`config.mk`:
```
export PLATFORM = sky130hd
export DESIGN_NAME = axil_tx_regs
export DESIGN_NICKNAME = d
export VERILOG_FILES = /design/src/hdl/chiplet_types_pkg.sv /design/src/hdl/axil_tx_regs.sv
export SDC_FILE = /design/constraint.sdc
export NUM_CORES = 1
export LEC_CHECK = 0
export ABC_AREA = 0
export ABC_CLOCK_PERIOD_IN_PS = 1200
export BUFFER_PORTS_ARGS = -buffer_cell sky130_fd_sc_hd__buf_2
export CAP_MARGIN = 15
export CELL_PAD_IN_SITES_DETAIL_PLACEMENT = 2
export CELL_PAD_IN_SITES_GLOBAL_PLACEMENT = 2
export CORE_MARGIN = 2
export CORE_UTILIZATION = 10
export CTS_BUF_LIST = sky130_fd_sc_hd__clkbuf_2
export CTS_CLUSTER_SIZE = 14
export DETAILED_ROUTE_END_ITERATION = 12
export GPL_TIMING_DRIVEN = 1
export HOLD_SLACK_MARGIN = 0.06
export PLACE_DENSITY = 0.8
export SETUP_SLACK_MARGIN = 0.05
export SLEW_MARGIN = 20
export SYNTH_ARGS = -nofsm -noshare
export SYNTH_HDL_FRONTEND = slang
export SYNTH_SLANG_ARGS = --single-unit
export TNS_END_PERCENT = 100
```
`constraint.sdc`:
```
create_clock -name clk -period 1.2 [get_ports clk]
set_clock_uncertainty 0.1 [all_clocks]
set_input_delay 0.3 -clock clk [delete_from_list [all_inputs] [get_ports clk]]
set_output_delay 0.3 -clock clk [all_outputs]
set_load 0.02 [all_outputs]
```
`src/hdl/chiplet_types_pkg.sv`:
```
package chiplet_types_pkg;

    localparam int NUM_SLOTS      = 4;
    localparam int SLOT_WORDS     = 256;
    localparam int SLOT_ADDR_W    = $clog2(SLOT_WORDS);
    localparam int BUF_WORDS      = NUM_SLOTS * SLOT_WORDS;
    localparam int BUF_ADDR_W     = $clog2(BUF_WORDS);
    localparam int PKT_MAX_LENGTH = 131; // long write, 128 data words
    localparam int LENGTH_W       = $clog2(PKT_MAX_LENGTH + 1);

    localparam int AXI_ADDR_W = 13;
    localparam int AXI_DATA_W = 32;

    localparam logic [AXI_ADDR_W-1:0] TX_BUF_BASE    = 13'h0000; // window up to 0x0fff
    localparam logic [AXI_ADDR_W-1:0] TX_SEND_ADDR   = 13'h1000;
    localparam logic [AXI_ADDR_W-1:0] TX_STATUS_ADDR = 13'h1004;

    localparam logic [1:0] RESP_OKAY   = 2'b00;
    localparam logic [1:0] RESP_SLVERR = 2'b10;

    typedef logic [$clog2(NUM_SLOTS)-1:0] pkt_id_t;
    typedef logic [4:0] node_id_t;

    typedef enum logic [2:0] {
        FMT_LONG_READ,
        FMT_LONG_WRITE,
        FMT_MEM_RESP,
        FMT_MSG,
        FMT_SWITCH_CFG,
        FMT_SHORT_READ,
        FMT_SHORT_WRITE
    } pkt_fmt_e;

    typedef struct packed {
        pkt_fmt_e   format;
        node_id_t   dest;
        logic [7:0] tag;
        logic [8:0] rsvd;
        logic [6:0] length; // 0 means 128
    } long_hdr_t;

    typedef struct packed {
        pkt_fmt_e   format;
        node_id_t   dest;
        logic [7:0] tag;
        logic [8:0] rsvd;
        logic [6:0] length;
    } resp_hdr_t;

    typedef struct packed {
        pkt_fmt_e   format;
        node_id_t   dest;
        logic [7:0] msg_code;
        logic [8:0] rsvd;
        logic [6:0] length;
    } msg_hdr_t;

    typedef struct packed {
        pkt_fmt_e    format;
        node_id_t    dest;
        logic [19:0] addr;
        logic [3:0]  length; // 0 means 16
    } short_hdr_t;

    typedef struct packed {
        pkt_fmt_e    format;
        logic [28:0] rsvd;
    } switch_cfg_hdr_t;

    typedef struct packed {
        logic        vc;
        pkt_id_t     id;
        node_id_t    req;
        logic [31:0] payload;
    } flit_t;

    typedef struct packed {
        logic    valid;
        pkt_id_t id;
    } send_req_t;

endpackage

```
`src/hdl/axil_tx_regs.sv`:
```
`timescale 1ns/1ps

module axil_tx_regs (
    input  logic                                     clk,
    input  logic                                     n_rst,
    input  logic [chiplet_types_pkg::AXI_ADDR_W-1:0] awaddr,
    input  logic                                     awvalid,
    output logic                                     awready,
    input  logic [chiplet_types_pkg::AXI_DATA_W-1:0] wdata,
    input  logic [chiplet_types_pkg::AXI_DATA_W/8-1:0] wstrb,
    input  logic                                     wvalid,
    output logic                                     wready,
    output logic [1:0]                               bresp,
    output logic                                     bvalid,
    input  logic                                     bready,
    input  logic [chiplet_types_pkg::AXI_ADDR_W-1:0] araddr,
    input  logic                                     arvalid,
    output logic                                     arready,
    output logic [chiplet_types_pkg::AXI_DATA_W-1:0] rdata,
    output logic [1:0]                               rresp,
    output logic                                     rvalid,
    input  logic                                     rready,
    output logic                                     wr_en,
    output logic [chiplet_types_pkg::BUF_ADDR_W-1:0] wr_addr,
    output logic [31:0]                              wr_data,
    output chiplet_types_pkg::send_req_t             send_req,
    input  logic                                     busy
);
    import chiplet_types_pkg::*;

    logic wr_hs;
    logic rd_hs;
    logic in_buf;
    logic is_send;

    assign wr_hs   = awvalid && wvalid && !bvalid; // aw and w taken together
    assign awready = wr_hs;
    assign wready  = wr_hs;
    assign rd_hs   = arvalid && arready;

    assign in_buf  = awaddr[AXI_ADDR_W-1:BUF_ADDR_W+2] ==
                     TX_BUF_BASE[AXI_ADDR_W-1:BUF_ADDR_W+2];
    assign is_send = awaddr == TX_SEND_ADDR;

    // any set strobe writes the whole word
    assign wr_en   = wr_hs && in_buf && (|wstrb);
    assign wr_addr = awaddr[BUF_ADDR_W+1:2];
    assign wr_data = wdata;

    assign send_req.valid = wr_hs && is_send && wstrb[0] && !busy;
    assign send_req.id    = wdata[$bits(pkt_id_t)-1:0];

    assign rresp = RESP_OKAY;

    always_ff @(posedge clk, negedge n_rst) begin
        if (!n_rst) begin
            bvalid <= 1'b0;
            bresp  <= RESP_OKAY;
        end else if (wr_hs) begin
            bvalid <= 1'b1;
            bresp  <= (is_send && busy) ? RESP_SLVERR : RESP_OKAY; // doorbell while busy
        end else if (bready) begin
            bvalid <= 1'b0;
        end
    end

    always_ff @(posedge clk, negedge n_rst) begin
        if (!n_rst) begin
            arready <= 1'b0;
            rvalid  <= 1'b0;
        end else if (rd_hs) begin
            arready <= 1'b0;
            rvalid  <= 1'b1;
        end else if (!rvalid || rready) begin
            arready <= 1'b1;
            rvalid  <= 1'b0;
        end
    end

    always_ff @(posedge clk) begin
        if (rd_hs) begin
            rdata <= (araddr == TX_STATUS_ADDR) ? AXI_DATA_W'(busy) : '0;
        end
    end

endmodule

```
* Word-level counts from Yosys, hierarchy flattened *
Index checks and enable logic that the tools add are counted.

word-level totals
  memories kept = 0
  RAM bits = 0
  memory bits (read-only) = 0
  input bits = 70
  bits in registers = 37
  logic and storage cells = 32
  output and inout bits = 87
  bits in latches = 0

operators by class
  shift operators = 0
  mux-type cells = 7
  equality and inequality tests = 2
  $add $sub $neg = 0
  multiply operators = 0
  bitwise operators = 1
  order comparisons = 0
  divide/modulo/power cells = 0
  reduce and logical (&&, ||, !) cells = 16

operators by type and width
  cell                  count
  $eq 13x13->1 const B  2
  $logic_and 1x1->1     9
  $mux 1                6
  $reduce_bool 2->1     2
  $reduce_or 4->1       1
  $logic_not 1->1       3
  $mux 2                1
  $logic_or 1x1->1      1
  $not 1->1             1

* Longest topological paths before layout *
  depth after elaboration = 5
  depth in mapped cells = 4
  depth with buffers taken out = 4

* Worst setup path after synthesis *
Ideal clock, no wire load.

  kind = reg-to-output
  start = reg bvalid
  end = out wr_en
  buffers on the path = 0
  cell stages (with the launch flop) = 3
  slack = -0.426 ns
  required time = 0.800 ns
  data arrival time = 1.226 ns
  path through = dfrtp_1 > nand3b_1 > nor3_1

on the way
  cells in the longest elaborated chain, start to end = 4

ends and longest elaborated chain
  item                            line                source
  start: declaration              axil_tx_regs.sv:14  output logic bvalid,
  start signal: assignment        axil_tx_regs.sv:57  bvalid <= 1'b0;
  start signal: assignment        axil_tx_regs.sv:60  bvalid <= 1'b1;
  start signal: assignment        axil_tx_regs.sv:63  bvalid <= 1'b0;
  $logic_not 1->1                 axil_tx_regs.sv:36  assign wr_hs = awvalid && wvalid && !bvalid;
  $logic_and 1x1->1               axil_tx_regs.sv:36
  $logic_and 1x1->1 (2 in a row)  axil_tx_regs.sv:46  assign wr_en = wr_hs && in_buf && (|wstrb);
  end: declaration                axil_tx_regs.sv:23  output logic wr_en,

No other way between the ends.

* Worst setup path in the final report *
Same ends and word-level chain as after synthesis.

==> results.txt <==
Die area = 9650 um2
Req. time, crit path = 0.80 ns
Commonest non-fill, non-tap cell in the layout = buf_2
H-tree depth = 1
Detailed-route wire length = 2.28 mm
Crit path time final = 1.70 ns
Dpl cells = 232
Antenna viol nets, final = 0
CORE AREA = 8680 um2
Clock tree sinks = 5
Leakage = 0.546 nW
Worst Setup SP = bvalid$_DFFE_PN0P_
R2R cell count = 6
Die Wd = 98.3 um
Max-cap viol count = 0
Total gr overflow = 0
Syn_area_per_cell = 8.08 um2
Synthesis Warnings = 0
Final Max Slew Viols = 0
Register bit total from synthesis = 5
Final worst slack = -0.502 ns
Via count = 649
CP Launch Type = flop
Remaining DRCs = 0
Final setup fails = 8
Clock Root Buffer = clkbuf_2
Reg2reg setup slack = -0.17 ns
Largest net degree at the start of global routing = 5
Global-route wire length before repair = 2.94 mm
Hpwl dp = 1.91 mm
IO buf count = 56
CTS tree = built
Synth top area share = 0.668
RePlAce Congestion = 0.618
Final Core Density = 0.122
Initial core utilization = 0.102
Gate Count Post-Synth = 110
Reg2reg end = bresp[1]$_DFFE_PN0P_
Crit Path Category = reg -> out
Commonest cells after routing, fill and taps aside = buf_2 (45), conb_1 (34), buf_4 (13), buf_6 (9), clkbuf_2 (4)
Clock Pin Slew Worst Setup and Hold Paths = 0.06 ns
Most area-hungry cell type in the Yosys netlist = buf_4
Final Hold Fails = 0
Layout net count = 207
All-Layer GR Usage = 0.0380
TNS Setup = -2.22 ns
Fin cells = 244
Proportion of layout cells with a drive suffix above 1 = 0.581
Synth area leaders = buf_4 (67%), dfrtp_1 (11%), edfxtp_1 (3.4%)
CP Capture Type = output pin
Drt first pass iters = 3
Critical Path Fanout Max = 3
Ant diodes = 0
1st-iter DRT viols = 4
Peak VDD IR = 0.000217 V
Initial antenna violation count = 0
Row cnt = 34
Mean routed wirelength per cell = 9.36 um
Buffer depth of the longest clock path = 2
Post-synthesis sequential area ratio = 0.146
Vias/cell = 2.66
Vias in the first global route = 647
Min Hold Slack = 0.165 ns
Pwr/cell area = 691 nW/um2
CP arrival = 1.30 ns
Post-Place Cell Area = 880 um2
Tcrit/Tclk final = 1.42
Mapped Area = 888 um2
Outcome = finished, violations left
Worst Hold Class = in -> reg
CTS Buf Count = 3
Clock latency on the worst-skew pair = 0.20 ns
Synth unique cells = 19
Failing checks = negative setup slack
Final instance area = 1060 um2
Top Ports = 157
Die height = 98.3 um
Fmax achieved = 588 MHz
Worst Setup EP = wr_en
Unrepaired setup endpoints after global routing = true
Area growth from synthesis to layout = 19.0%
Worst R2R Start = bvalid$_DFFE_PN0P_
-- sequential cells by signal, indices dropped and copies added (netlist names) --
register and cells:
rdata 1, arready 1, rvalid 1, bvalid 1
bresp 1
-- what timing repair did --
action                                  4_1_cts  5_1_grt
cloned                                        0        0
endpoints found under the hold margin         4        0
pin swaps                                     1        0
hold buffers                                  1        0
endpoints found under the setup margin        9       12
resized for setup                            19        7
buffers inserted                              5        2
-- how the worst min path moves through the flow --
stage,from,end,depth (start not counted)
floorplan,n_rst,arready$_DFFE_PN0P_,0
global placement,n_rst,arready$_DFFE_PN0P_,1
detailed placement,n_rst,arready$_DFFE_PN0P_,1
CTS,bready,bvalid$_DFFE_PN0P_,2
global route,bready,bvalid$_DFFE_PN0P_,2
finish,bready,bvalid$_DFFE_PN0P_,2
-- stage by stage --
stage / power, mW / setup WS (ns)
2_1_floorplan: 0.654 / -0.340
3_3_place_gp: 0.501 / -0.567
3_5_place_dp: 0.509 / -0.597
4_1_cts: 0.725 / -0.517
5_1_grt: 0.775 / -0.582
6_report: 0.731 / -0.502
-- logic make-up after synthesis --
kind of cell	count (synthesis)	synth area share
buffers and inverters	81	0.676
and+or+nand+nor	21	0.162
DFF	5	0.146
AOI/OAI and AO/OA	2	0.0113
other	1	0.00422
-- layer usage --
layer / wire length (um) / vias up / track usage
met2: 1320 / 61 / 0.0848
met1: 571 / 288 / 0.0268
met5: 0 / - / 0
met3: 349 / 10 / 0.0115
met4: 40 / 0 / 0.0190
li1: - / 290 / -
-- Yosys cell counts --
library cell and number:
and2_1 1, buf_4 79, conb_1 1, dfrtp_1 4
edfxtp_1 1, inv_1 2, nand2_1 3, nand2b_1 2
nand3b_1 1, nand4_1 1, nor2_1 3, nor3_1 2
nor4_1 2, nor4_2 1, nor4b_1 2, nor4b_2 1
nor4bb_1 1, o21ai_0 2, or4_4 1
-- critical path, stage by stage (launching register included) --
cell	delay (ns)
dfrtp_2	0.39
nand3b_1	0.24
buf_6	0.17
nor3_2	0.14
buf_4	0.16
-- cell type report --
type	count	area, um2
flip-flops and latches	5	131
well taps	108	135
fillers	1045	7620
repair buffers	68	434
multi-input cells	57	329
inverters	2	7.51
clock buffers	4	20.0
-- where the power goes --
group	switching (mW)	leakage, nW	internal (mW)
logic	0.230	0.471	0.148
registers	0.00967	0.0580	0.190
clock network	0.0651	0.0166	0.0884
total	0.305	0.546	0.426
No activity file was read; power rests on OpenSTA's default activity.
