$ cat config.mk
export PLATFORM = sky130hd
export DESIGN_NAME = flit_skid_buffer
export DESIGN_NICKNAME = d
export VERILOG_FILES = /design/src/hdl/chiplet_types_pkg.sv /design/src/hdl/flit_skid_buffer.sv
export SDC_FILE = /design/constraint.sdc
export NUM_CORES = 1
export LEC_CHECK = 0
export ABC_AREA = 1
export BUFFER_PORTS_ARGS = -buffer_cell sky130_fd_sc_hd__clkbuf_2
export CAP_MARGIN = 20
export CORE_UTILIZATION = 45
export DETAILED_ROUTE_END_ITERATION = 7
export GPL_ROUTABILITY_DRIVEN = 1
export PLACE_DENSITY = 0.72
export SKIP_CTS_REPAIR_TIMING = 1
export SYNTH_ARGS = -nofsm -noshare
export SYNTH_HDL_FRONTEND = slang
export SYNTH_SLANG_ARGS = --single-unit
$ cat constraint.sdc
create_clock -name clk -period 8.75 [get_ports clk]
set_input_delay 0.4375 -clock clk [delete_from_list [all_inputs] [get_ports clk]]
set_output_delay 0.4375 -clock clk [all_outputs]
set_load 0.05 [all_outputs]
$ cat src/hdl/chiplet_types_pkg.sv
package chiplet_types_pkg;

    localparam int NUM_SLOTS      = 4;
    localparam int SLOT_WORDS     = 256;
    localparam int SLOT_ADDR_W    = $clog2(SLOT_WORDS);
    localparam int BUF_WORDS      = NUM_SLOTS * SLOT_WORDS;
    localparam int BUF_ADDR_W     = $clog2(BUF_WORDS);
    localparam int PKT_MAX_LENGTH = 131; // long write, 128 data words
    localparam int LENGTH_W       = $clog2(PKT_MAX_LENGTH + 1);

    localparam int AXI_ADDR_W = 13;
    localparam int AXI_DATA_W = 32;

    localparam logic [AXI_ADDR_W-1:0] TX_BUF_BASE    = 13'h0000; // window up to 0x0fff
    localparam logic [AXI_ADDR_W-1:0] TX_SEND_ADDR   = 13'h1000;
    localparam logic [AXI_ADDR_W-1:0] TX_STATUS_ADDR = 13'h1004;

    localparam logic [1:0] RESP_OKAY   = 2'b00;
    localparam logic [1:0] RESP_SLVERR = 2'b10;

    typedef logic [$clog2(NUM_SLOTS)-1:0] pkt_id_t;
    typedef logic [4:0] node_id_t;

    typedef enum logic [2:0] {
        FMT_LONG_READ,
        FMT_LONG_WRITE,
        FMT_MEM_RESP,
        FMT_MSG,
        FMT_SWITCH_CFG,
        FMT_SHORT_READ,
        FMT_SHORT_WRITE
    } pkt_fmt_e;

    typedef struct packed {
        pkt_fmt_e   format;
        node_id_t   dest;
        logic [7:0] tag;
        logic [8:0] rsvd;
        logic [6:0] length; // 0 means 128
    } long_hdr_t;

    typedef struct packed {
        pkt_fmt_e   format;
        node_id_t   dest;
        logic [7:0] tag;
        logic [8:0] rsvd;
        logic [6:0] length;
    } resp_hdr_t;

    typedef struct packed {
        pkt_fmt_e   format;
        node_id_t   dest;
        logic [7:0] msg_code;
        logic [8:0] rsvd;
        logic [6:0] length;
    } msg_hdr_t;

    typedef struct packed {
        pkt_fmt_e    format;
        node_id_t    dest;
        logic [19:0] addr;
        logic [3:0]  length; // 0 means 16
    } short_hdr_t;

    typedef struct packed {
        pkt_fmt_e    format;
        logic [28:0] rsvd;
    } switch_cfg_hdr_t;

    typedef struct packed {
        logic        vc;
        pkt_id_t     id;
        node_id_t    req;
        logic [31:0] payload;
    } flit_t;

    typedef struct packed {
        logic    valid;
        pkt_id_t id;
    } send_req_t;

endpackage

$ cat src/hdl/flit_skid_buffer.sv
`timescale 1ns/1ps

module flit_skid_buffer (
    input  logic                     clk,
    input  logic                     n_rst,
    input  chiplet_types_pkg::flit_t in_flit,
    input  logic                     in_valid,
    output logic                     in_ready,
    output chiplet_types_pkg::flit_t flit,
    output logic                     flit_valid,
    input  logic                     buffer_full
);
    import chiplet_types_pkg::*;

    flit_t      entry [2];
    logic [1:0] count, next_count;
    logic       push, pop;

    assign push       = in_valid && in_ready;
    assign pop        = flit_valid && !buffer_full;
    assign flit       = entry[0]; // head
    assign flit_valid = count != 2'd0;
    assign next_count = count + 2'(push) - 2'(pop);

    always_ff @(posedge clk, negedge n_rst) begin
        if (!n_rst) begin
            count    <= 2'd0;
            in_ready <= 1'b1;
        end else begin
            count    <= next_count;
            in_ready <= next_count != 2'd2; // low only when both full
        end
    end

    always_ff @(posedge clk) begin
        if (pop) begin
            if (count == 2'd2) begin
                entry[0] <= entry[1];
                if (push) begin
                    entry[1] <= in_flit;
                end
            end else if (push) begin
                entry[0] <= in_flit;
            end
        end else if (push) begin
            if (count == 2'd0) begin
                entry[0] <= in_flit;
            end else begin
                entry[1] <= in_flit;
            end
        end
    end

endmodule

Word-level counts from Yosys, hierarchy flattened. Memories as Yosys holds them, arrays and structs flattened. Cells that the tools add are included.

Register bits: 3. Bits in read-only memories: 0. RAM bits: 80. Bits of input ports: 44. Memories: 1. Latch bits: 0.

Memories: entry (words 2, width 40, rd ports 2, clocked after Yosys merged registers in 0, wr ports 2, RTL line flit_skid_buffer.sv:15) `flit_t entry [2];`.

Reduce and logical (&&, ||, !) cells: 5. Div/mod/pow operators: 0. $mul: 0. Add/sub/neg operators: 2. Equality and inequality tests: 2. Bitwise gates (word level): 3. Shift operators: 0. Muxes and demuxes: 21. $lt $le $gt $ge: 0.

Operator list (number): $mux W40 (3); $mux W1 (18); $or A1 B1 Y1 (3); $add A2 B1 Y2 (1); $eq A2 B2 Y1 const B (1); $logic_and A1 B1 Y1 (2); $logic_not A2 Y1 (1); $ne A2 B2 Y1 const B (1); $reduce_bool A2 Y1 (1); $sub A2 B1 Y2 (1); $logic_not A1 Y1 (1).

Logic depth before layout (Yosys ltp).
Depth in word-level cells: 7. Gate-level depth with buffers: 13. Mapped depth without buffers: 12.

Least setup slack after synthesis. No wires, ideal clock.

Kind: flip-flop to flip-flop. From: reg count[0]. To: mem entry[0][40] in the netlist's numbering (enable). Stages on the path, launching flop included: 5. Arrival time: 2.967 ns. Path slack: 5.332 ns. Buffers on the path: 0. Data required time: 8.299 ns. Clock period less this slack: 3.418 ns. Path through: dfrtp_1 > inv_1 > nand2_1 > nand2_1 > a21oi_1.

RTL lines: start, declared (RTL line flit_skid_buffer.sv:16) `logic [1:0] count, next_count;`; start signal, assigned (RTL line flit_skid_buffer.sv:30) `count <= next_count;`; end, declared (RTL line flit_skid_buffer.sv:15).

==> insert_results.sql <==
INSERT INTO impl_metrics (metric_group, metric, value, unit) VALUES
('drt', 'wl_per_cell', '13.65', 'um'),
('finish', 'post_route_cells_drive_above_1_share', '31.94', '%'),
('grt', 'grt_total_usage', '15.07', '%'),
('sta', 'count_of_pins_over_their_slew_limit', '0', ''),
('floorplanning', 'core.rowCount', '31', ''),
('floorplanning', 'die_height', '90.27', 'um'),
('clock_tree', 'num_clock_sinks', '83', ''),
('sta', 'worst_clock_skew', '0.009603', 'ns'),
('clock_tree', 'cts_buffers', '9', ''),
('grt', 'grt_use_met2', '24.81', '%'),
('drt', 'via_count', '2023', ''),
('placed_design', 'place_congestion', '0.6925', ''),
('grt', 'grt_start_max_net_pins', '44', ''),
('sta', 'totalNegativeSetupSlack', '0', 'ns'),
('logic_synthesis', 'synth.net_count', '329', ''),
('clock_tree', 'htreeDepth', '3', ''),
('drt', 'firstDrtPassIters', '4', ''),
('logic_synthesis', 'cells_after_synthesis', '284', ''),
('grt', 'globalRoute.totalOverflow', '0', ''),
('logic_synthesis', 'synth_seq_area_share', '70.70', '%'),
('finish', 'num_antenna_cells', '0', ''),
('logic_synthesis', 'synth.area.top_cells', 'edfxtp_1 (69%), nand2_1 (9.6%), buf_4 (8.6%)', ''),
('logic_synthesis', 'synth_top_flop_cell', 'edfxtp_1', ''),
('sta', 'hold_viol', '0', ''),
('drt', 'antenna_left', '0', ''),
('floorplanning', 'core', '0.007408', 'mm^2'),
('logic_synthesis', 'asyncSetResetFlopFracSynth', '3.614', '%'),
('sta', 'max_freq', '402.6', 'MHz'),
('worst_setup_path', 'cp-end-kind', 'register', ''),
('drt', 'via_density', '4.661', ''),
('grt', 'use_met1', '19.30', '%'),
('floorplanning', 'design.die.area', '0.008148', 'mm^2'),
('logic_synthesis', 'synth_enable_flop_cells', '80', ''),
('clock_tree', 'cts_buffer_depth', '2', ''),
('sta', 'max_slew_headroom_at_the_worst_pin', '44.66', '%'),
('logic_synthesis', 'netlist-cell-type-count', '17', ''),
('logic_synthesis', 'syn-mean-instance-area', '12.34', 'um^2'),
('sta', 'setup_violations', '0', ''),
('sta', 'actual_slew_at_the_worst_max_slew_pin', '0.8272', 'ns'),
('finish', 'layout-area-overhead-vs-synth', '10.60', '%'),
('outcome', 'status', 'completed', ''),
('finish', 'final_net_count', '375', ''),
('logic_synthesis', 'synth.cell_area', '0.003506', 'mm^2'),
('logic_synthesis', 'synth_top_area_cell', 'edfxtp_1', ''),
('placed_design', 'io_buffer_count', '85', ''),
('grt', 'via_count_of_the_first_global_routing_pass', '1895', ''),
('worst_setup_path', 'critical_path.startpoint_type', 'register', ''),
('logic_synthesis', 'synth.top_cell.area_share', '68.52', '%'),
('logic_synthesis', 'yosys_register_bits', '83', ''),
('worst_setup_path', 'worstPathMaxFanout', '43', ''),
('drt', 'drt-total-wl', '5924', 'um'),
('drt', 'drc', '0', ''),
('hold_path', 'worstHoldPathType', 'in -> reg', ''),
('sta', 'min_period', '2.484', 'ns'),
('floorplanning', 'die_w', '90.27', 'um'),
('logic_synthesis', 'most_common_library_cells_after_synthesis', 'nand2_1 (90), edfxtp_1 (80), nand3_1 (42)', ''),
('finish', 'nFillCells', '659', ''),
('logic_synthesis', 'yosysWarnings', '0', ''),
('floorplanning', 'start_util', '47.32', '%'),
('worst_setup_path', 'path_class', 'reg -> reg', ''),
('placed_design', 'postPlaceCellArea', '0.003701', 'mm^2'),
('sta', 'layout_worst_path_cycle_share', '28.39', '%'),
('grt', 'antenna_violations_before_repair', '0', ''),
('grt', 'globalRoute.busiestLayer', 'met2', ''),
('finish', 'finish.instance_area', '0.003877', 'mm^2'),
('logic_synthesis', 'synthMostInstantiatedCell', 'nand2_1', ''),
('clock_tree', 'cts-root-buf', 'clkbuf_8', ''),
('clock_tree', 'worst_setup_hold_path_clk_slew', '0.08', 'ns'),
('worst_setup_path', 'crit_required', '8.71', 'ns'),
('power_and_ir_drop', 'power_density', '357.1', 'mW/mm^2'),
('drt', 'number_of_drc_markers_in_iteration_0', '201', ''),
('clock_tree', 'worst_skew_pair.late_latency', '0.33', 'ns'),
('grt', 'global_route_wire_length_before_repair', '9308', 'um'),
('sta', 'setup_repair_after_global_routing_missed_its_margin', 'no', ''),
('grt', 'grt_use_met3', '3.283', '%'),
('run', 'max_cap_viol_count', '0', ''),
('power_and_ir_drop', 'vdd.ir_drop.worst', '0.2799', 'mV'),
('placed_design', 'detailed_place_hpwl', '3896', 'um'),
('worst_setup_path', 'cp.arrival', '2.45', 'ns'),
('floorplanning', 'pin_count', '86', ''),
('sta', 'fin_hold_ws', '0.2932', 'ns'),
('clock_tree', 'tritoncts', 'yes', ''),
('power_and_ir_drop', 'leakagePower', '0.001681', 'uW');
==> cells by family (layout without fill, tap and decap cells) <==
family / after synthesis / count (layout) / share of synthesized area (%)
and+or+nand+nor: 137 / 137 / 16.67
adders and majority gates: 1 / 1 / 0.3568
DFF: 83 / 83 / 70.70
AOI/OAI and AO/OA: 3 / 3 / 0.4281
buffers and inverters: 60 / 111 / 11.85
==> critical path, cell delays in order, from the launching register on <==
cell	delay (ns)
dfstp_2	0.53
nand2_1	0.13
inv_2	0.57
o21ai_0	0.23
inv_2	0.62
==> state kept, by name (all words and copies together) (netlist names) <==
| register | flops |
|---|---|
| in_ready | 1 |
| entry | 80 |
| count | 2 |
==> worst paths after layout <==
kind,from,endpoint,slack [ns],depth (start not counted)
min in group asynchronous,n_rst,count[1],0.43,2
worst max register to register,in_ready,entry[0][33],6.27,4
worst min-delay path,in_flit[21],entry[0][61],0.29,1
worst max-delay path,in_ready,entry[0][33],6.27,4
max in group asynchronous,n_rst,in_ready,8.12,2
worst min register to register,entry[0][76],entry[0][36],0.51,2
==> per-layer routing <==
metal	vias to the layer above	wire length (um)
met5	-	0
met4	0	74
li1	1018	-
met2	70	2949
met1	927	2558
met3	8	342
==> cells in the final DEF (no fill, tap or decap) <==
master,Yosys,final
a21oi_4,0,1
buf_12,0,1
clkbuf_1,0,3
clkbuf_2,0,85
clkbuf_8,0,10
clkinv_2,0,2
clkinvlp_4,0,1
dfrtp_1,2,2
dfstp_2,1,1
dlygate4sd3_1,0,1
edfxtp_1,80,80
ha_1,1,1
inv_1,6,5
inv_2,2,3
nand2_1,90,90
nand2_2,1,1
nand2_4,1,1
nand3_1,42,42
nor2_1,2,2
nor2_4,1,1
o21ai_0,2,2
==> final cells by class <==
cell class              instances  area, um^2  area share, %
clock inverters                 3       17.52         0.4518
inverters                       8       30.03         0.7744
multi-input cells             141       623.1          16.07
well taps                      99       123.9          3.195
flip-flops and latches         83        2479          63.92
clock buffers                  13       148.9          3.840
repair buffers                 87       455.4          11.75
==> power by group <==
part	total (uW)	switching, uW	internal, uW
sequential	619	32.4	586
combinational	531	430	101
clock	235	125	110
==> per-stage QoR <==
stage / utilization (%) / total power, uW / std cells / setup WS [ns]
global placement: 49.69 / 1146 / 416 / 6.068
finish: 52.34 / 1385 / 434 / 6.266
detailed placement: 49.96 / 1162 / 417 / 6.206
global route: 52.34 / 1451 / 434 / 6.035
floorplan: - / 1134 / 284 / 5.332
CTS: 52.20 / 1394 / 433 / 6.214
Note: power is estimated with default switching activity, not from simulation.
