<file path="src/hdl/chiplet_types_pkg.sv">
package chiplet_types_pkg;

    localparam int NUM_SLOTS      = 4;
    localparam int SLOT_WORDS     = 256;
    localparam int SLOT_ADDR_W    = $clog2(SLOT_WORDS);
    localparam int BUF_WORDS      = NUM_SLOTS * SLOT_WORDS;
    localparam int BUF_ADDR_W     = $clog2(BUF_WORDS);
    localparam int PKT_MAX_LENGTH = 131; // long write, 128 data words
    localparam int LENGTH_W       = $clog2(PKT_MAX_LENGTH + 1);

    localparam int AXI_ADDR_W = 13;
    localparam int AXI_DATA_W = 32;

    localparam logic [AXI_ADDR_W-1:0] TX_BUF_BASE    = 13'h0000; // window up to 0x0fff
    localparam logic [AXI_ADDR_W-1:0] TX_SEND_ADDR   = 13'h1000;
    localparam logic [AXI_ADDR_W-1:0] TX_STATUS_ADDR = 13'h1004;

    localparam logic [1:0] RESP_OKAY   = 2'b00;
    localparam logic [1:0] RESP_SLVERR = 2'b10;

    typedef logic [$clog2(NUM_SLOTS)-1:0] pkt_id_t;
    typedef logic [4:0] node_id_t;

    typedef enum logic [2:0] {
        FMT_LONG_READ,
        FMT_LONG_WRITE,
        FMT_MEM_RESP,
        FMT_MSG,
        FMT_SWITCH_CFG,
        FMT_SHORT_READ,
        FMT_SHORT_WRITE
    } pkt_fmt_e;

    typedef struct packed {
        pkt_fmt_e   format;
        node_id_t   dest;
        logic [7:0] tag;
        logic [8:0] rsvd;
        logic [6:0] length; // 0 means 128
    } long_hdr_t;

    typedef struct packed {
        pkt_fmt_e   format;
        node_id_t   dest;
        logic [7:0] tag;
        logic [8:0] rsvd;
        logic [6:0] length;
    } resp_hdr_t;

    typedef struct packed {
        pkt_fmt_e   format;
        node_id_t   dest;
        logic [7:0] msg_code;
        logic [8:0] rsvd;
        logic [6:0] length;
    } msg_hdr_t;

    typedef struct packed {
        pkt_fmt_e    format;
        node_id_t    dest;
        logic [19:0] addr;
        logic [3:0]  length; // 0 means 16
    } short_hdr_t;

    typedef struct packed {
        pkt_fmt_e    format;
        logic [28:0] rsvd;
    } switch_cfg_hdr_t;

    typedef struct packed {
        logic        vc;
        pkt_id_t     id;
        node_id_t    req;
        logic [31:0] payload;
    } flit_t;

    typedef struct packed {
        logic    valid;
        pkt_id_t id;
    } send_req_t;

endpackage

</file>
<file path="src/hdl/tx_fsm.sv">
`timescale 1ns/1ps

module tx_fsm (
    input  logic                                     clk,
    input  logic                                     n_rst,
    input  chiplet_types_pkg::send_req_t             send_req,
    input  chiplet_types_pkg::node_id_t              node_id,
    output logic                                     busy,
    output logic                                     rd_en,
    output logic [chiplet_types_pkg::BUF_ADDR_W-1:0] rd_addr,
    input  logic [31:0]                              rd_data,
    output chiplet_types_pkg::flit_t                 in_flit,
    output logic                                     in_valid,
    input  logic                                     in_ready
);
    import chiplet_types_pkg::*;

    typedef enum logic [1:0] {
        IDLE, LOAD, HDR, SEND
    } state_e;

    state_e              state, next_state;
    pkt_id_t             cur_id;
    logic [LENGTH_W-1:0] word_cnt, word_idx;
    logic [LENGTH_W-1:0] pkt_len, hdr_len;
    logic                last_word;
    long_hdr_t           long_hdr;
    resp_hdr_t           resp_hdr;
    msg_hdr_t            msg_hdr;
    short_hdr_t          short_hdr;
    switch_cfg_hdr_t     switch_cfg_hdr;

    function automatic logic [LENGTH_W-1:0] long_data(input logic [6:0] field);
        return (field == '0) ? LENGTH_W'(128) : LENGTH_W'(field);
    endfunction

    function automatic logic [LENGTH_W-1:0] short_data(input logic [3:0] field);
        return (field == '0) ? LENGTH_W'(16) : LENGTH_W'(field);
    endfunction

    assign busy      = state != IDLE;
    assign in_valid  = state == SEND;
    assign last_word = word_cnt == pkt_len - LENGTH_W'(1);

    assign in_flit.vc      = 1'b0;
    assign in_flit.id      = cur_id;
    assign in_flit.req     = node_id;
    assign in_flit.payload = rd_data;

    // header views of the word read at the doorbell
    always_comb begin
        long_hdr       = long_hdr_t'(rd_data);
        resp_hdr       = resp_hdr_t'(rd_data);
        msg_hdr        = msg_hdr_t'(rd_data);
        short_hdr      = short_hdr_t'(rd_data);
        switch_cfg_hdr = switch_cfg_hdr_t'(rd_data);

        case (switch_cfg_hdr.format)
            FMT_LONG_READ:   hdr_len = LENGTH_W'(3); // header + address + crc
            FMT_LONG_WRITE:  hdr_len = LENGTH_W'(3) + long_data(long_hdr.length);
            FMT_MEM_RESP:    hdr_len = LENGTH_W'(2) + long_data(resp_hdr.length);
            FMT_MSG:         hdr_len = LENGTH_W'(2) + long_data(msg_hdr.length);
            FMT_SWITCH_CFG:  hdr_len = LENGTH_W'(1);
            FMT_SHORT_READ:  hdr_len = LENGTH_W'(2);
            FMT_SHORT_WRITE: hdr_len = LENGTH_W'(2) + short_data(short_hdr.length);
            default:         hdr_len = LENGTH_W'(1); // unknown format, header only
        endcase
    end

    always_comb begin
        next_state = state;
        rd_en      = 1'b0;
        word_idx   = word_cnt;

        case (state)
            IDLE: begin
                if (send_req.valid) begin
                    next_state = LOAD;
                    rd_en      = 1'b1; // header read
                end
            end
            LOAD: next_state = HDR;
            HDR:  next_state = SEND;
            SEND: begin
                if (in_ready) begin
                    if (last_word) begin
                        next_state = IDLE;
                    end else begin
                        rd_en    = 1'b1;
                        word_idx = word_cnt + LENGTH_W'(1);
                    end
                end
            end
            default: next_state = IDLE;
        endcase

        if (state == IDLE) begin
            rd_addr = {send_req.id, SLOT_ADDR_W'(0)};
        end else begin
            rd_addr = {cur_id, SLOT_ADDR_W'(word_idx)}; // slot start + word
        end
    end

    always_ff @(posedge clk, negedge n_rst) begin
        if (!n_rst) begin
            state    <= IDLE;
            cur_id   <= '0;
            word_cnt <= '0;
            pkt_len  <= '0;
        end else begin
            state <= next_state;
            if (state == IDLE) begin
                word_cnt <= '0;
                if (send_req.valid) begin
                    cur_id <= send_req.id;
                end
            end else begin
                word_cnt <= word_idx;
            end
            if (state == HDR) begin
                pkt_len <= hdr_len;
            end
        end
    end

endmodule

</file>
<file path="config.mk">
export PLATFORM = sky130hd
export DESIGN_NAME = tx_fsm
export DESIGN_NICKNAME = d
export VERILOG_FILES = /design/src/hdl/chiplet_types_pkg.sv /design/src/hdl/tx_fsm.sv
export SDC_FILE = /design/constraint.sdc
export NUM_CORES = 1
export LEC_CHECK = 0
export CORE_UTILIZATION = 65
export CTS_CLUSTER_SIZE = 14
export DETAILED_ROUTE_END_ITERATION = 12
export DONT_BUFFER_PORTS = 1
export GPL_ROUTABILITY_DRIVEN = 0
export PLACE_DENSITY = 0.81
export RECOVER_POWER = 100
export SYNTH_ARGS = -nofsm -noshare
export SYNTH_HDL_FRONTEND = slang
export SYNTH_SLANG_ARGS = --single-unit
</file>
<file path="constraint.sdc">
create_clock -name clk -period 4.2 [get_ports clk]
set_input_delay 0.84 -clock clk [delete_from_list [all_inputs] [get_ports clk]]
set_output_delay 0.84 -clock clk [all_outputs]
set_load 0.05 [all_outputs]
</file>
## Yosys cells after proc, flatten, opt, wreduce, memory -nomap -nowiden

Index checks and enable logic that the tools add are counted.

- Register bits after elaboration: 20
- Output and inout port bits: 53
- Word-level logic and storage cells: 45

- Add/subtract/negate cells: 5
- Equality and inequality tests: 12
- Multiplexer cells: 16
- Reductions and logical operators: 8

Operator list:

| cell | count |
|---|---|
| 8-bit two-way mux | 5 |
| 8-bit one-hot mux with 5 select lines | 1 |
| 2-bit by 8-bit adder with 8-bit output, first input constant | 2 |
| 10-bit two-way mux | 1 |
| 8-bit by 1-bit adder with 8-bit output, second input constant | 1 |
| 8-bit == test | 1 |
| 2-bit one-hot mux with 4 select lines | 1 |
| 8-bit by 1-bit subtractor with 8-bit output, second input constant | 1 |
| 7-bit zero test | 1 |
| 2-bit by 5-bit adder with 6-bit output, first input constant | 1 |
| 3-bit by 2-bit == test with 1-bit output, second input constant | 2 |
| 3-bit == test, second input constant | 2 |
| 2-bit two-way mux | 3 |
| 5-bit two-way mux | 1 |
| 2-bit == test, second input constant | 2 |
| 4-bit zero test | 1 |
| 2-bit by 1-bit inequality test with 1-bit output, second input constant | 2 |
| 3-bit by 1-bit == test with 1-bit output, second input constant | 1 |
| 3-bit zero test | 1 |
| 1-bit two-way mux | 3 |
| 3-bit AND reduction | 1 |
| 2-bit by 1-bit == test with 1-bit output, second input constant | 1 |
| 2-bit zero test | 1 |
| 2-bit inequality test, second input constant | 1 |
| other kinds (4) | 4 |

## Logic depth before layout (Yosys ltp)

Gate-level depths: netlist of run 1.

- Word-level depth: 6
- Gate-level depth with buffers: 11
- Gate-level depth less buffers: 11

## Least setup slack after synthesis of run 1

Ideal clock, no wire load.

- Path type: reg2out
- From: register pkt_len[0]
- To: output rd_addr[6] in the netlist's numbering
- Arrival time: 3.251 ns
- Data required time: 3.360 ns
- Slack: 0.109 ns
- Stages on the path, launching flop included: 10
- Path buffers: 2
- Path through: dfrtp_1 -> inv_1 -> ha_1 -> buf_2 -> and3b_1 -> o21ai_0 -> a31o_2 -> a211oi_4 -> buf_6 -> o41ai_1

- Cells in the longest elaborated chain, start to end: 6

RTL lines:

| item | line | RTL |
|---|---|---|
| start: declaration | tx_fsm.sv:25 | `logic [LENGTH_W-1:0] pkt_len, hdr_len;` |
| start signal: assignment | tx_fsm.sv:121 | `pkt_len <= hdr_len;` |
| 8-bit by 1-bit subtractor with 8-bit output | tx_fsm.sv:43 | `assign last_word = word_cnt == pkt_len - LENGTH_W'(1);` |
| 8-bit == test | tx_fsm.sv:43 |  |
| 8-bit two-way mux | tx_fsm.sv:86 | `if (last_word) begin` |
| 8-bit two-way mux | tx_fsm.sv:85 | `if (in_ready) begin` |
| 8-bit two-way mux | tx_fsm.sv:75 | `case (state)` |
| 10-bit two-way mux | tx_fsm.sv:97 | `if (state == IDLE) begin` |
| end: declaration | tx_fsm.sv:10 | `output logic [chiplet_types_pkg::BUF_ADDR_W-1:0] rd_addr,` |

No other way between the ends.

## Worst setup path in the final report of run 1

- From: register pkt_len[0]
- To: output rd_addr[2] in the netlist's numbering

The elaborated chain is that of the path after synthesis.

==> metrics.txt, run 1 <==
DRC Markers 5; critical path's slowest cell clkbuf_1; CP required around 3400 ps; mean routed wirelength per cell 19.3 microns; crit start category flip-flop; setup TNS 0 ps; Total GRT Usage 28.6%; register area share after synthesis around 25%; Netlist cell types 55; min Tclk post-route between 3000 and 4000 ps; worst-path cell chain inv_1, ha_1, nor2b_1, or3_1, a31o_2, a211oi_4, o21ai_1, a21oi_1, clkbuf_1; critical path class flip-flop to output pin; Clock Skew 5.30 ps; Post-Route WL about 4700 microns; CP top delay family compound AO/OA/AOI/OAI gates; cell leakage power approximately 0.74 nW; design area about 1800 sq um; Post-DP Area ~1800 sq um; Hold Vio Cnt, Final 0; later-pin clock latency in the skew report around 310 ps; Max-slew headroom roughly 36%; final setup vio count 0; pin slew with the least headroom to its limit 956 ps; vias in the first global route around 1600; Post-Syn Nets ~300; failing checks design-rule violations; first-pass GRT wire length approximately 7400 microns; die area approximately 3300 sq um; clock sinks 20; Post-Syn Area around 2000 sq um; clk buf depth 2; core area about 2800 sq um; YS warnings 0; antenna viol nets, final 0; P&R area growth vs syn -8.78%; Inserted Diodes 0; cts repair resizes 0; Clock transition at path regs roughly 120 ps; IO Pins 96; asr flop ratio synth 100%; clock buffer count from CTS 3; Max-cap violations 0; largest net degree at the start of global routing 21; DIE WIDTH ~57 microns; Post-synth EDFFs 0; crit path capture type output pin; CP bufs+invs 2; Min-Delay Path Class primary input to asynchronous set/reset pin; Nets ~260; RSZ-0062 raised after global routing no; FMAX between 200 and 300 MHz; share of layout cells above drive strength 1 approximately a tenth; synthesized instance count 246; register bit total from synthesis 20; 1st-pass router iterations 9; initial antenna violation count 0; final core occ 64.4%; TritonCTS clock tree done; row count 19; P per Cell Area 694 nW/um^2; Yosys top cell by area dfrtp_1; initial DRC count 145; number of setup buffers added after CTS 0; maximum VDD drop 0.593 mV; hold_buf cts 0; die height 57.4 microns; GR Overflow Total 0; Worst Path Max Fanout 9; vias after detailed routing around 1700; Critical Path AT between 3000 and 4000 ps; Synth top area share about a quarter; Synth Area per Inst between 8 and 9 sq um; Vias/cell about 7.0; ranking of synthesized cells by area dfrtp_1 25%, buf_4 14%, ha_1 4.4%; Critical Path Max Stage Delay roughly 520 ps; Final Power between 1 and 1.5 mW; Final Cycle Share about 94%; DP Wirelength 3550 microns; Initial Util a little over two thirds; hold slack 205 ps; Top FF cell, synth dfrtp_1; port buffer count 0; pins over their slew limit 0; CTS H-tree depth 1; root buf cell clkbuf_4; status complete, but fails checks
[metal layers]
metal	up-vias	wire length (microns)	share of wire, %	track usage (%)
met3	34	456	9.8	7.03
li1	780	-	-	-
met5	-	0	0	0
met2	100	2260	48	48.7
met1	774	1760	38	33.3
met4	0	191	4.1	14.6
[cell usage after synthesis (all sizes together) (5+ instances only)]
master / number
a21oi: 14
nand2b: 6
nand3: 13
nand4: 7
ha: 7
nand2: 16
buf: 43
inv: 15
mux2: 5
o21ai: 11
dfrtp: 20
nor2: 13
clkbuf: 5
xnor2: 7
[through the flow]
| step | setup slack (ps) | cells |
|---|---|---|
| CTS | 288 | 242 |
| finish | 241 | 242 |
| global placement | 801 | 238 |
| detailed placement | 649 | 238 |
| global route | 44.1 | 242 |
| floorplan | 109 | 246 |
[cell type report]
class	count	area [sq um]
fillers	230	1010
clock inverters	1	30.0
clock buffers	3	22.5
inverters	15	56.3
flip-flops and latches	20	500
repair buffers	9	60.1
multi-input cells	163	1110
well taps	31	38.8
[cells in the final DEF (no fill, tap or decap), drive strengths merged, types with 2 or more instances in the layout]
master,instances
and2,2
nand2b,6
nand4b,2
o21bai,2
o221ai,3
a31oi,4
o32ai,3
ha,7
or2,2
nor2,13
nand4,7
dfrtp,20
nand3,13
a22o,3
o21a,2
o21ai,11
a211oi,2
clkbuf,5
nor2b,4
and3b,2
xor2,3
xnor2,7
a21oi,14
o31ai,4
nand2,16
mux2,5
inv,15
buf,7
or3,3
or4,3
nor3,4
o311ai,2
[worst reg2reg max path, stage by stage (launching register included)]
cell,delay (ps)
dfrtp_1,480
inv_1,100
ha_1,300
nor2b_1,160
or3_1,360
a31o_2,260
a211oi_4,380
o21ai_1,120
a21oi_1,130
clkbuf_1,520
[power breakdown]
part	internal (mW)	switching [mW]	total (mW)
clock network	0.0965	0.0635	0.160
logic	0.269	0.450	0.719
registers	0.252	0.133	0.385
total	0.618	0.646	1.26
[path summary, 6_finish.rpt]
| check | to | startpoint | cells after the start | slack, ps |
|---|---|---|---|---|
| setup / recovery | rd_addr[2] | pkt_len[0] | 9 | 240 |
| hold / removal | word_cnt[7] | n_rst | 0 | 210 |
| setup reg to reg | word_cnt[2] | pkt_len[0] | 9 | 1220 |
| hold reg to reg | pkt_len[7] | pkt_len[7] | 2 | 630 |
| max in group asynchronous | pkt_len[1] | n_rst | 0 | 3920 |
| min in group clk | pkt_len[7] | pkt_len[7] | 2 | 630 |
[sequential cells by signal, summed over array words and instances (netlist names)]
register  count
pkt_len       8
word_cnt      8
state         2
cur_id        2
[cell families (layout without fill, tap and decap cells)]
family	after synthesis	count (layout)	synth area share, %
other	1	1	0.188
XOR/XNOR	10	10	4.39
multiplexers	6	6	3.51
flip-flops	20	20	25.1
AND/OR/NAND/NOR	79	79	21.7
buffers and inverters	63	28	19.4
AO/OA/AOI/OAI	60	60	21.3
adder cells (fa/ha/maj)	7	7	4.39
No activity file was read; power rests on OpenSTA's default activity.
==> inputs of run 2 (changes only) <==
Settings changed: ABC_AREA set to 1.
==> metrics.txt, run 2 <==
status finished clean; CP required 3360 ps (about the same); later-pin clock latency in the skew report 320 ps (about the same); antenna viol nets, final 0 (unchanged); vias after detailed routing 1843 (+9.2%); CP top delay family simple AND/OR/NAND/NOR gates; CP bufs+invs 2 (unchanged); Hold Vio Cnt, Final 0 (unchanged); DRC Markers 0 (-5); Post-synth top cells 97 x nand2_1, 44 x inv_1, 39 x buf_4; part of the power in registers 29.3% (-1.1 points); YS warnings 0 (unchanged); IO Pins 96 (unchanged); maximum VDD drop 0.591 mV (-0.43%); Net Sw Frac 57.6% (+6.5 points); initial DRC count 56 (-61%); Min-Delay Path Class primary input to asynchronous set/reset pin; worst r2r src pkt_len[0]; DIE WIDTH 58.5 microns (+1.9%); Max-cap violations 0 (unchanged); row count 20 (+1); Net Switching 666 uW (+3.0%); TritonCTS clock tree done; P per Cell Area 622 nW/um^2 (-10%); crit start category flip-flop; ranking of synthesized cells by area dfrtp_1 24%, nand2_1 18%, buf_4 14%; Clock transition at path regs 130 ps (about the same); Nets 352 (+34%); critical path's slowest cell clkbuf_1; pins over their slew limit 0 (unchanged); Post-synth EDFFs 0 (unchanged); commonest non-fill, non-tap cells in the layout 98 x nand2_1, 44 x inv_1, 28 x nor2_1, 28 x nand3_1, 21 x o21ai_0; FMAX 274 MHz (+8.4%); register bit total from synthesis 20 (unchanged); die area 3420 sq um (+3.7%); largest net degree at the start of global routing 21 (unchanged); Worst Path Max Fanout 12 (+3); asr flop ratio synth 100% (unchanged); CTS H-tree depth 1 (unchanged); first-pass GRT wire length 6780 microns (-8.4%); RSZ-0062 raised after global routing no; final core occ 61.3% (-3.0 points); clock power share 8.3% (-4.4 points); Critical Path Max Stage Delay 470 ps (-50 ps); pin slew with the least headroom to its limit 817 ps (-139 ps); root buf cell clkbuf_4; commonest non-fill, non-tap cell in the layout nand2_1; count leader, synth nand2_1; number of setup buffers added after CTS 0 (unchanged); clk buf depth 2 (unchanged); Clock Skew 20.7 ps (+15.4 ps); mean routed wirelength per cell 11.5 microns (-40%); Post-DP Area 1860 sq um (+4.4%); DP Wirelength 3120 microns (-12%); synthesized instance count 334 (+36%); min Tclk post-route 3650 ps (-308 ps); Synth Area per Inst 6.21 sq um (-23%); GR Overflow Total 0 (unchanged); P&R area growth vs syn -10.4%; fillers 309 (+34%); Synth top area share 24.1% (-0.94 points); Post-Syn Area 2070 sq um (+3.9%); Top FF cell, synth dfrtp_1; share of layout cells above drive strength 1 6.33% (-3.6 points); die height 58.5 microns (+1.9%); critical path class flip-flop to output pin; cts repair resizes 0 (unchanged); hold_buf cts 0 (unchanged); Max-slew headroom 45.1% (+9.0 points); 1st-pass router iterations 5 (-4); Vias/cell 5.36 (-23%); core area 3030 sq um (+7.0%); final setup vio count 0 (unchanged); Total GRT Usage 25.2% (-3.4 points); register area share after synthesis 24.1% (-0.94 points); design area 1860 sq um (+2.0%); largest registers pkt_len x8, word_cnt x8; Inserted Diodes 0 (unchanged); Yosys top cell by area dfrtp_1; clock sinks 20 (unchanged); setup TNS 0 ps (unchanged); clock buffer count from CTS 3 (unchanged); Final Cycle Share 86.9% (-7.3 points); Post-Syn Nets 384 (+30%); worst setup path start pkt_len[0]; cell leakage power 1.00 nW (+35%); Netlist cell types 30 (-45%); port buffer count 0 (unchanged); Comb pwr share 62.5% (+5.6 points); Critical Path AT 2810 ps (-310 ps); crit path capture type output pin; Post-Route WL 3970 microns (-15%); CP dominant cell by count nand2_1; Int Pwr 489 uW (-21%); initial antenna violation count 0 (unchanged); Initial Util 68.5% (-2.1 points); worst-path cell chain inv_1, ha_1, nand2_1, nor2_2, nand2_1, nand2_1, nand3_1, nand2_1, nor2_1, nand2_1, nand2_1, a21oi_1, clkbuf_1; vias in the first global route 1591 (-1.5%)
run 2: logic make-up (layout without fill, tap and decap cells):
logic type	Yosys count	in the layout	synth area share [%]
compound gates	37	37	9.66
xor+xnor	3	3	1.27
fa+ha+maj	7	7	4.22
buf+inv	88	54	23.4
flops	20	20	24.1
other cells	1	1	0.181
simple gates	178	178	37.1
run 2: cell type report:
cell class / instances / area, sq um / area share (%)
Clock buffer: 3 / 22.5 / 1.21
Inverter: 45 / 169 / 9.10
Sequential cell: 20 / 500 / 27.0
Tap cell: 44 / 55.1 / 2.96
Timing Repair Buffer: 6 / 27.5 / 1.48
Multi-Input combinational cell: 226 / 1080 / 58.3
run 2: worst paths after layout:
| kind | to | slack (ps) | cells past startpoint |
|---|---|---|---|
| max in group asynchronous | word_cnt[0] | 3910 | 0 |
| max | rd_en | 550 | 13 |
| min | pkt_len[6] | 200 | 0 |
| min reg2reg | state[0] | 530 | 2 |
| min in group clk | state[0] | 530 | 2 |
| max reg2reg | word_cnt[3] | 1560 | 13 |
run 2: metrics by stage:
step                setup slack [ps]  std cells  total power [mW]  hold WS (ps)
detailed placement              1030        341              1.08           504
finish                           549        344              1.15           195
global placement                1120        341              1.07           489
CTS                              679        344              1.18           196
floorplan                       1070        334              1.05           469
global route                     182        344              1.27           177
run 2: worst register-to-register path, cell delays in order, from the launching register on:
cell and delay [ps]:
dfrtp_1 410, inv_1 150, ha_1 270, nand2_1 70, nand2_1 50, nor2_1 160, nand3_1 90, nor2_1 130
nand2_1 70, nor2_1 130, nand2_1 250, nand3_2 140, nand2_2 50, a21oi_2 520
run 2: layer usage:
layer | track usage (%) | wire length, microns | vias to the layer above
li1 | - | - | 944
met1 | 34.5 | 1880 | 825
met2 | 38.9 | 1750 | 62
met3 | 7.03 | 279 | 12
met4 | 7.48 | 63 | 0
met5 | 0 | 0 | -
run 2: power groups by stage:
stage | sequential, mW | combinational (mW) | clock, mW
final | 0.338 | 0.722 | 0.0954
after global routing | 0.347 | 0.822 | 0.106
after CTS | 0.337 | 0.748 | 0.0980
after detailed placement | 0.341 | 0.743 | 0
after global placement | 0.341 | 0.731 | 0
after floorplan | 0.329 | 0.722 | 0
==> inputs of run 3 (changes only) <==
Settings changed: CORE_UTILIZATION 65 to 64, PLACE_DENSITY 0.81 to 0.8.
Clock period 4.2 ns to 3.6 ns, I/O delays scaled along.
==> metrics.txt, run 3 (synthesized netlist as in run 2, its figures left out) <==
Int Pwr 682 uW (+39%); initial antenna violation count 0 (unchanged); clock sinks 20 (unchanged); Final Power 1.50 mW (+30%); P&R area growth vs syn -5.49%; pin slew with the least headroom to its limit 827 ps (+10.4 ps); commonest non-fill, non-tap cell in the layout nand2_1; DRC Markers 0 (unchanged); commonest non-fill, non-tap cells in the layout 97 x nand2_1, 44 x inv_1, 28 x nand3_1, 27 x nor2_1, 21 x o21ai_0; CTS H-tree depth 1 (unchanged); port buffer count 0 (unchanged); worst setup margin 181 ps (-369 ps); FMAX approximately 300 MHz; Max-slew headroom 44.4% (-0.70 points); pre-CTS setup slack 547 ps (-481 ps); status finished clean; core area 3050 sq um (+0.83%); share of layout cells above drive strength 1 8.52% (+2.2 points); Net Switching 819 uW (+23%); TritonCTS clock tree done; die area 3470 sq um (+1.5%); CP required 2880 ps (-480 ps); Initial Util 67.9% (-0.56 points); Hold Vio Cnt, Final 0 (unchanged); antenna viol nets, final 0 (unchanged); Nets 356 (+1.1%); Final Cycle Share between 90% and 100%; first-pass GRT wire length 6870 microns (+1.2%); Post-DP Area 1870 sq um (+0.81%); hold slack 74.8 ps (-120 ps); 1st-pass router iterations 4 (-1); Total GRT Usage 25.5% (+0.29 points); largest net degree at the start of global routing 21 (unchanged); Clock transition at path regs 130 ps (about the same); maximum VDD drop 0.785 mV (+33%); clock buffer count from CTS 3 (unchanged); largest registers pkt_len x8, word_cnt x8; Net Sw Frac 54.5% (-3.1 points); Critical Path AT 2700 ps (-110 ps); DP Wirelength 3120 microns (+0.21%); part of the power in registers 26.3% (-3.0 points); row count 20 (unchanged); Comb pwr share 61.0% (-1.5 points); IO Pins 96 (unchanged); die height 58.9 microns (+0.75%); Clock Skew 5.32 ps (-15.3 ps); P per Cell Area 766 nW/um^2 (+23%); crit start category flip-flop; pins over their slew limit 0 (unchanged); clock power share 12.7% (+4.4 points); vias in the first global route 1679 (+5.5%); Worst Path Max Fanout 8 (-4); later-pin clock latency in the skew report 320 ps (about the same); DIE WIDTH 58.9 microns (+0.75%); GR Overflow Total 0 (unchanged); min Tclk post-route approximately 3400 ps; mean routed wirelength per cell 11.7 microns (+1.8%); root buf cell clkbuf_4; Min-Delay Path Class primary input to asynchronous set/reset pin; clk buf depth 2 (unchanged); Post-Route WL 4100 microns (+3.3%); critical path class flip-flop to output pin; final core occ 64.2% (+2.9 points); Inserted Diodes 0 (unchanged); Vias/cell 5.39 (+0.60%); Max-cap violations 0 (unchanged); initial DRC count 83 (+48%); design area 1960 sq um (+5.5%); crit path capture type output pin; final setup vio count 0 (unchanged); hold_buf cts 0 (unchanged); cell leakage power 1.04 nW (+4.2%); vias after detailed routing 1881 (+2.1%)
## run 3: per-layer routing
| layer | routed length (microns) | part of all wire (%) | track usage, % | vias to the layer above |
|---|---|---|---|---|
| met5 | 0 | 0 | 0 | - |
| met4 | 40 | 0.98 | 3.74 | 0 |
| met3 | 292 | 7.1 | 6.37 | 12 |
| met2 | 1850 | 45 | 42.5 | 67 |
| met1 | 1920 | 47 | 34.1 | 841 |
| li1 | - | - | - | 961 |
## run 3: per-stage QoR
| stage | TNS (ps) | std cells |
|---|---|---|
| finish | 0 | 349 |
| floorplan | 0 | 334 |
| CTS | 0 | 347 |
| detailed placement | 0 | 343 |
| global route | -38.3 | 349 |
| global placement | 0 | 343 |
## run 3: power groups by stage
stage / Combinational, mW / Clock [mW] / Sequential (mW)
finish: 0.915 / 0.191 / 0.395
global route: 1.04 / 0.198 / 0.407
CTS: 0.887 / 0.192 / 0.394
detailed placement: 0.883 / 0 / 0.398
global placement: 0.867 / 0 / 0.398
floorplan: 0.842 / 0 / 0.384
## run 3: repair_timing
item	4_1_cts	5_1_grt
resized for setup	0	5
endpoints found under the hold margin	0	0
endpoints found under the setup margin	0	6
buffers inserted	0	2
## run 3: worst max-delay path, stage by stage (launching register included)
cell	delay, ps
dfrtp_1	420
inv_1	150
ha_1	260
nand2_1	110
nor2_2	120
nand2_1	60
nand2_1	70
nand2_1	50
nand2_1	70
nand2_1	50
nor2_1	200
nand2_2	150
buf_12	170
nand3_2	70
nand2_2	70
a21oi_4	350
## run 3: area by class of cell
cell class / count / area (sq um)
multi-input cells: 226 / 1110
fillers: 300 / 1090
flip-flops and latches: 20 / 500
inverters: 45 / 169
repair buffers: 10 / 67.6
well taps: 44 / 55.1
clock inverters: 1 / 30.0
clock buffers: 3 / 22.5
## run 3: path summary, 6_finish.rpt
path                            start  slack [ps]  cells after the start     endpoint
min reg2reg                  state[0]         510                      2     state[0]
min in group clk             state[0]         510                      2     state[0]
min                             n_rst          70                      0   pkt_len[3]
max in group asynchronous       n_rst        3450                      0  word_cnt[4]
max                        pkt_len[0]         180                     15   rd_addr[3]
max reg2reg                pkt_len[0]        1090                     15  word_cnt[3]
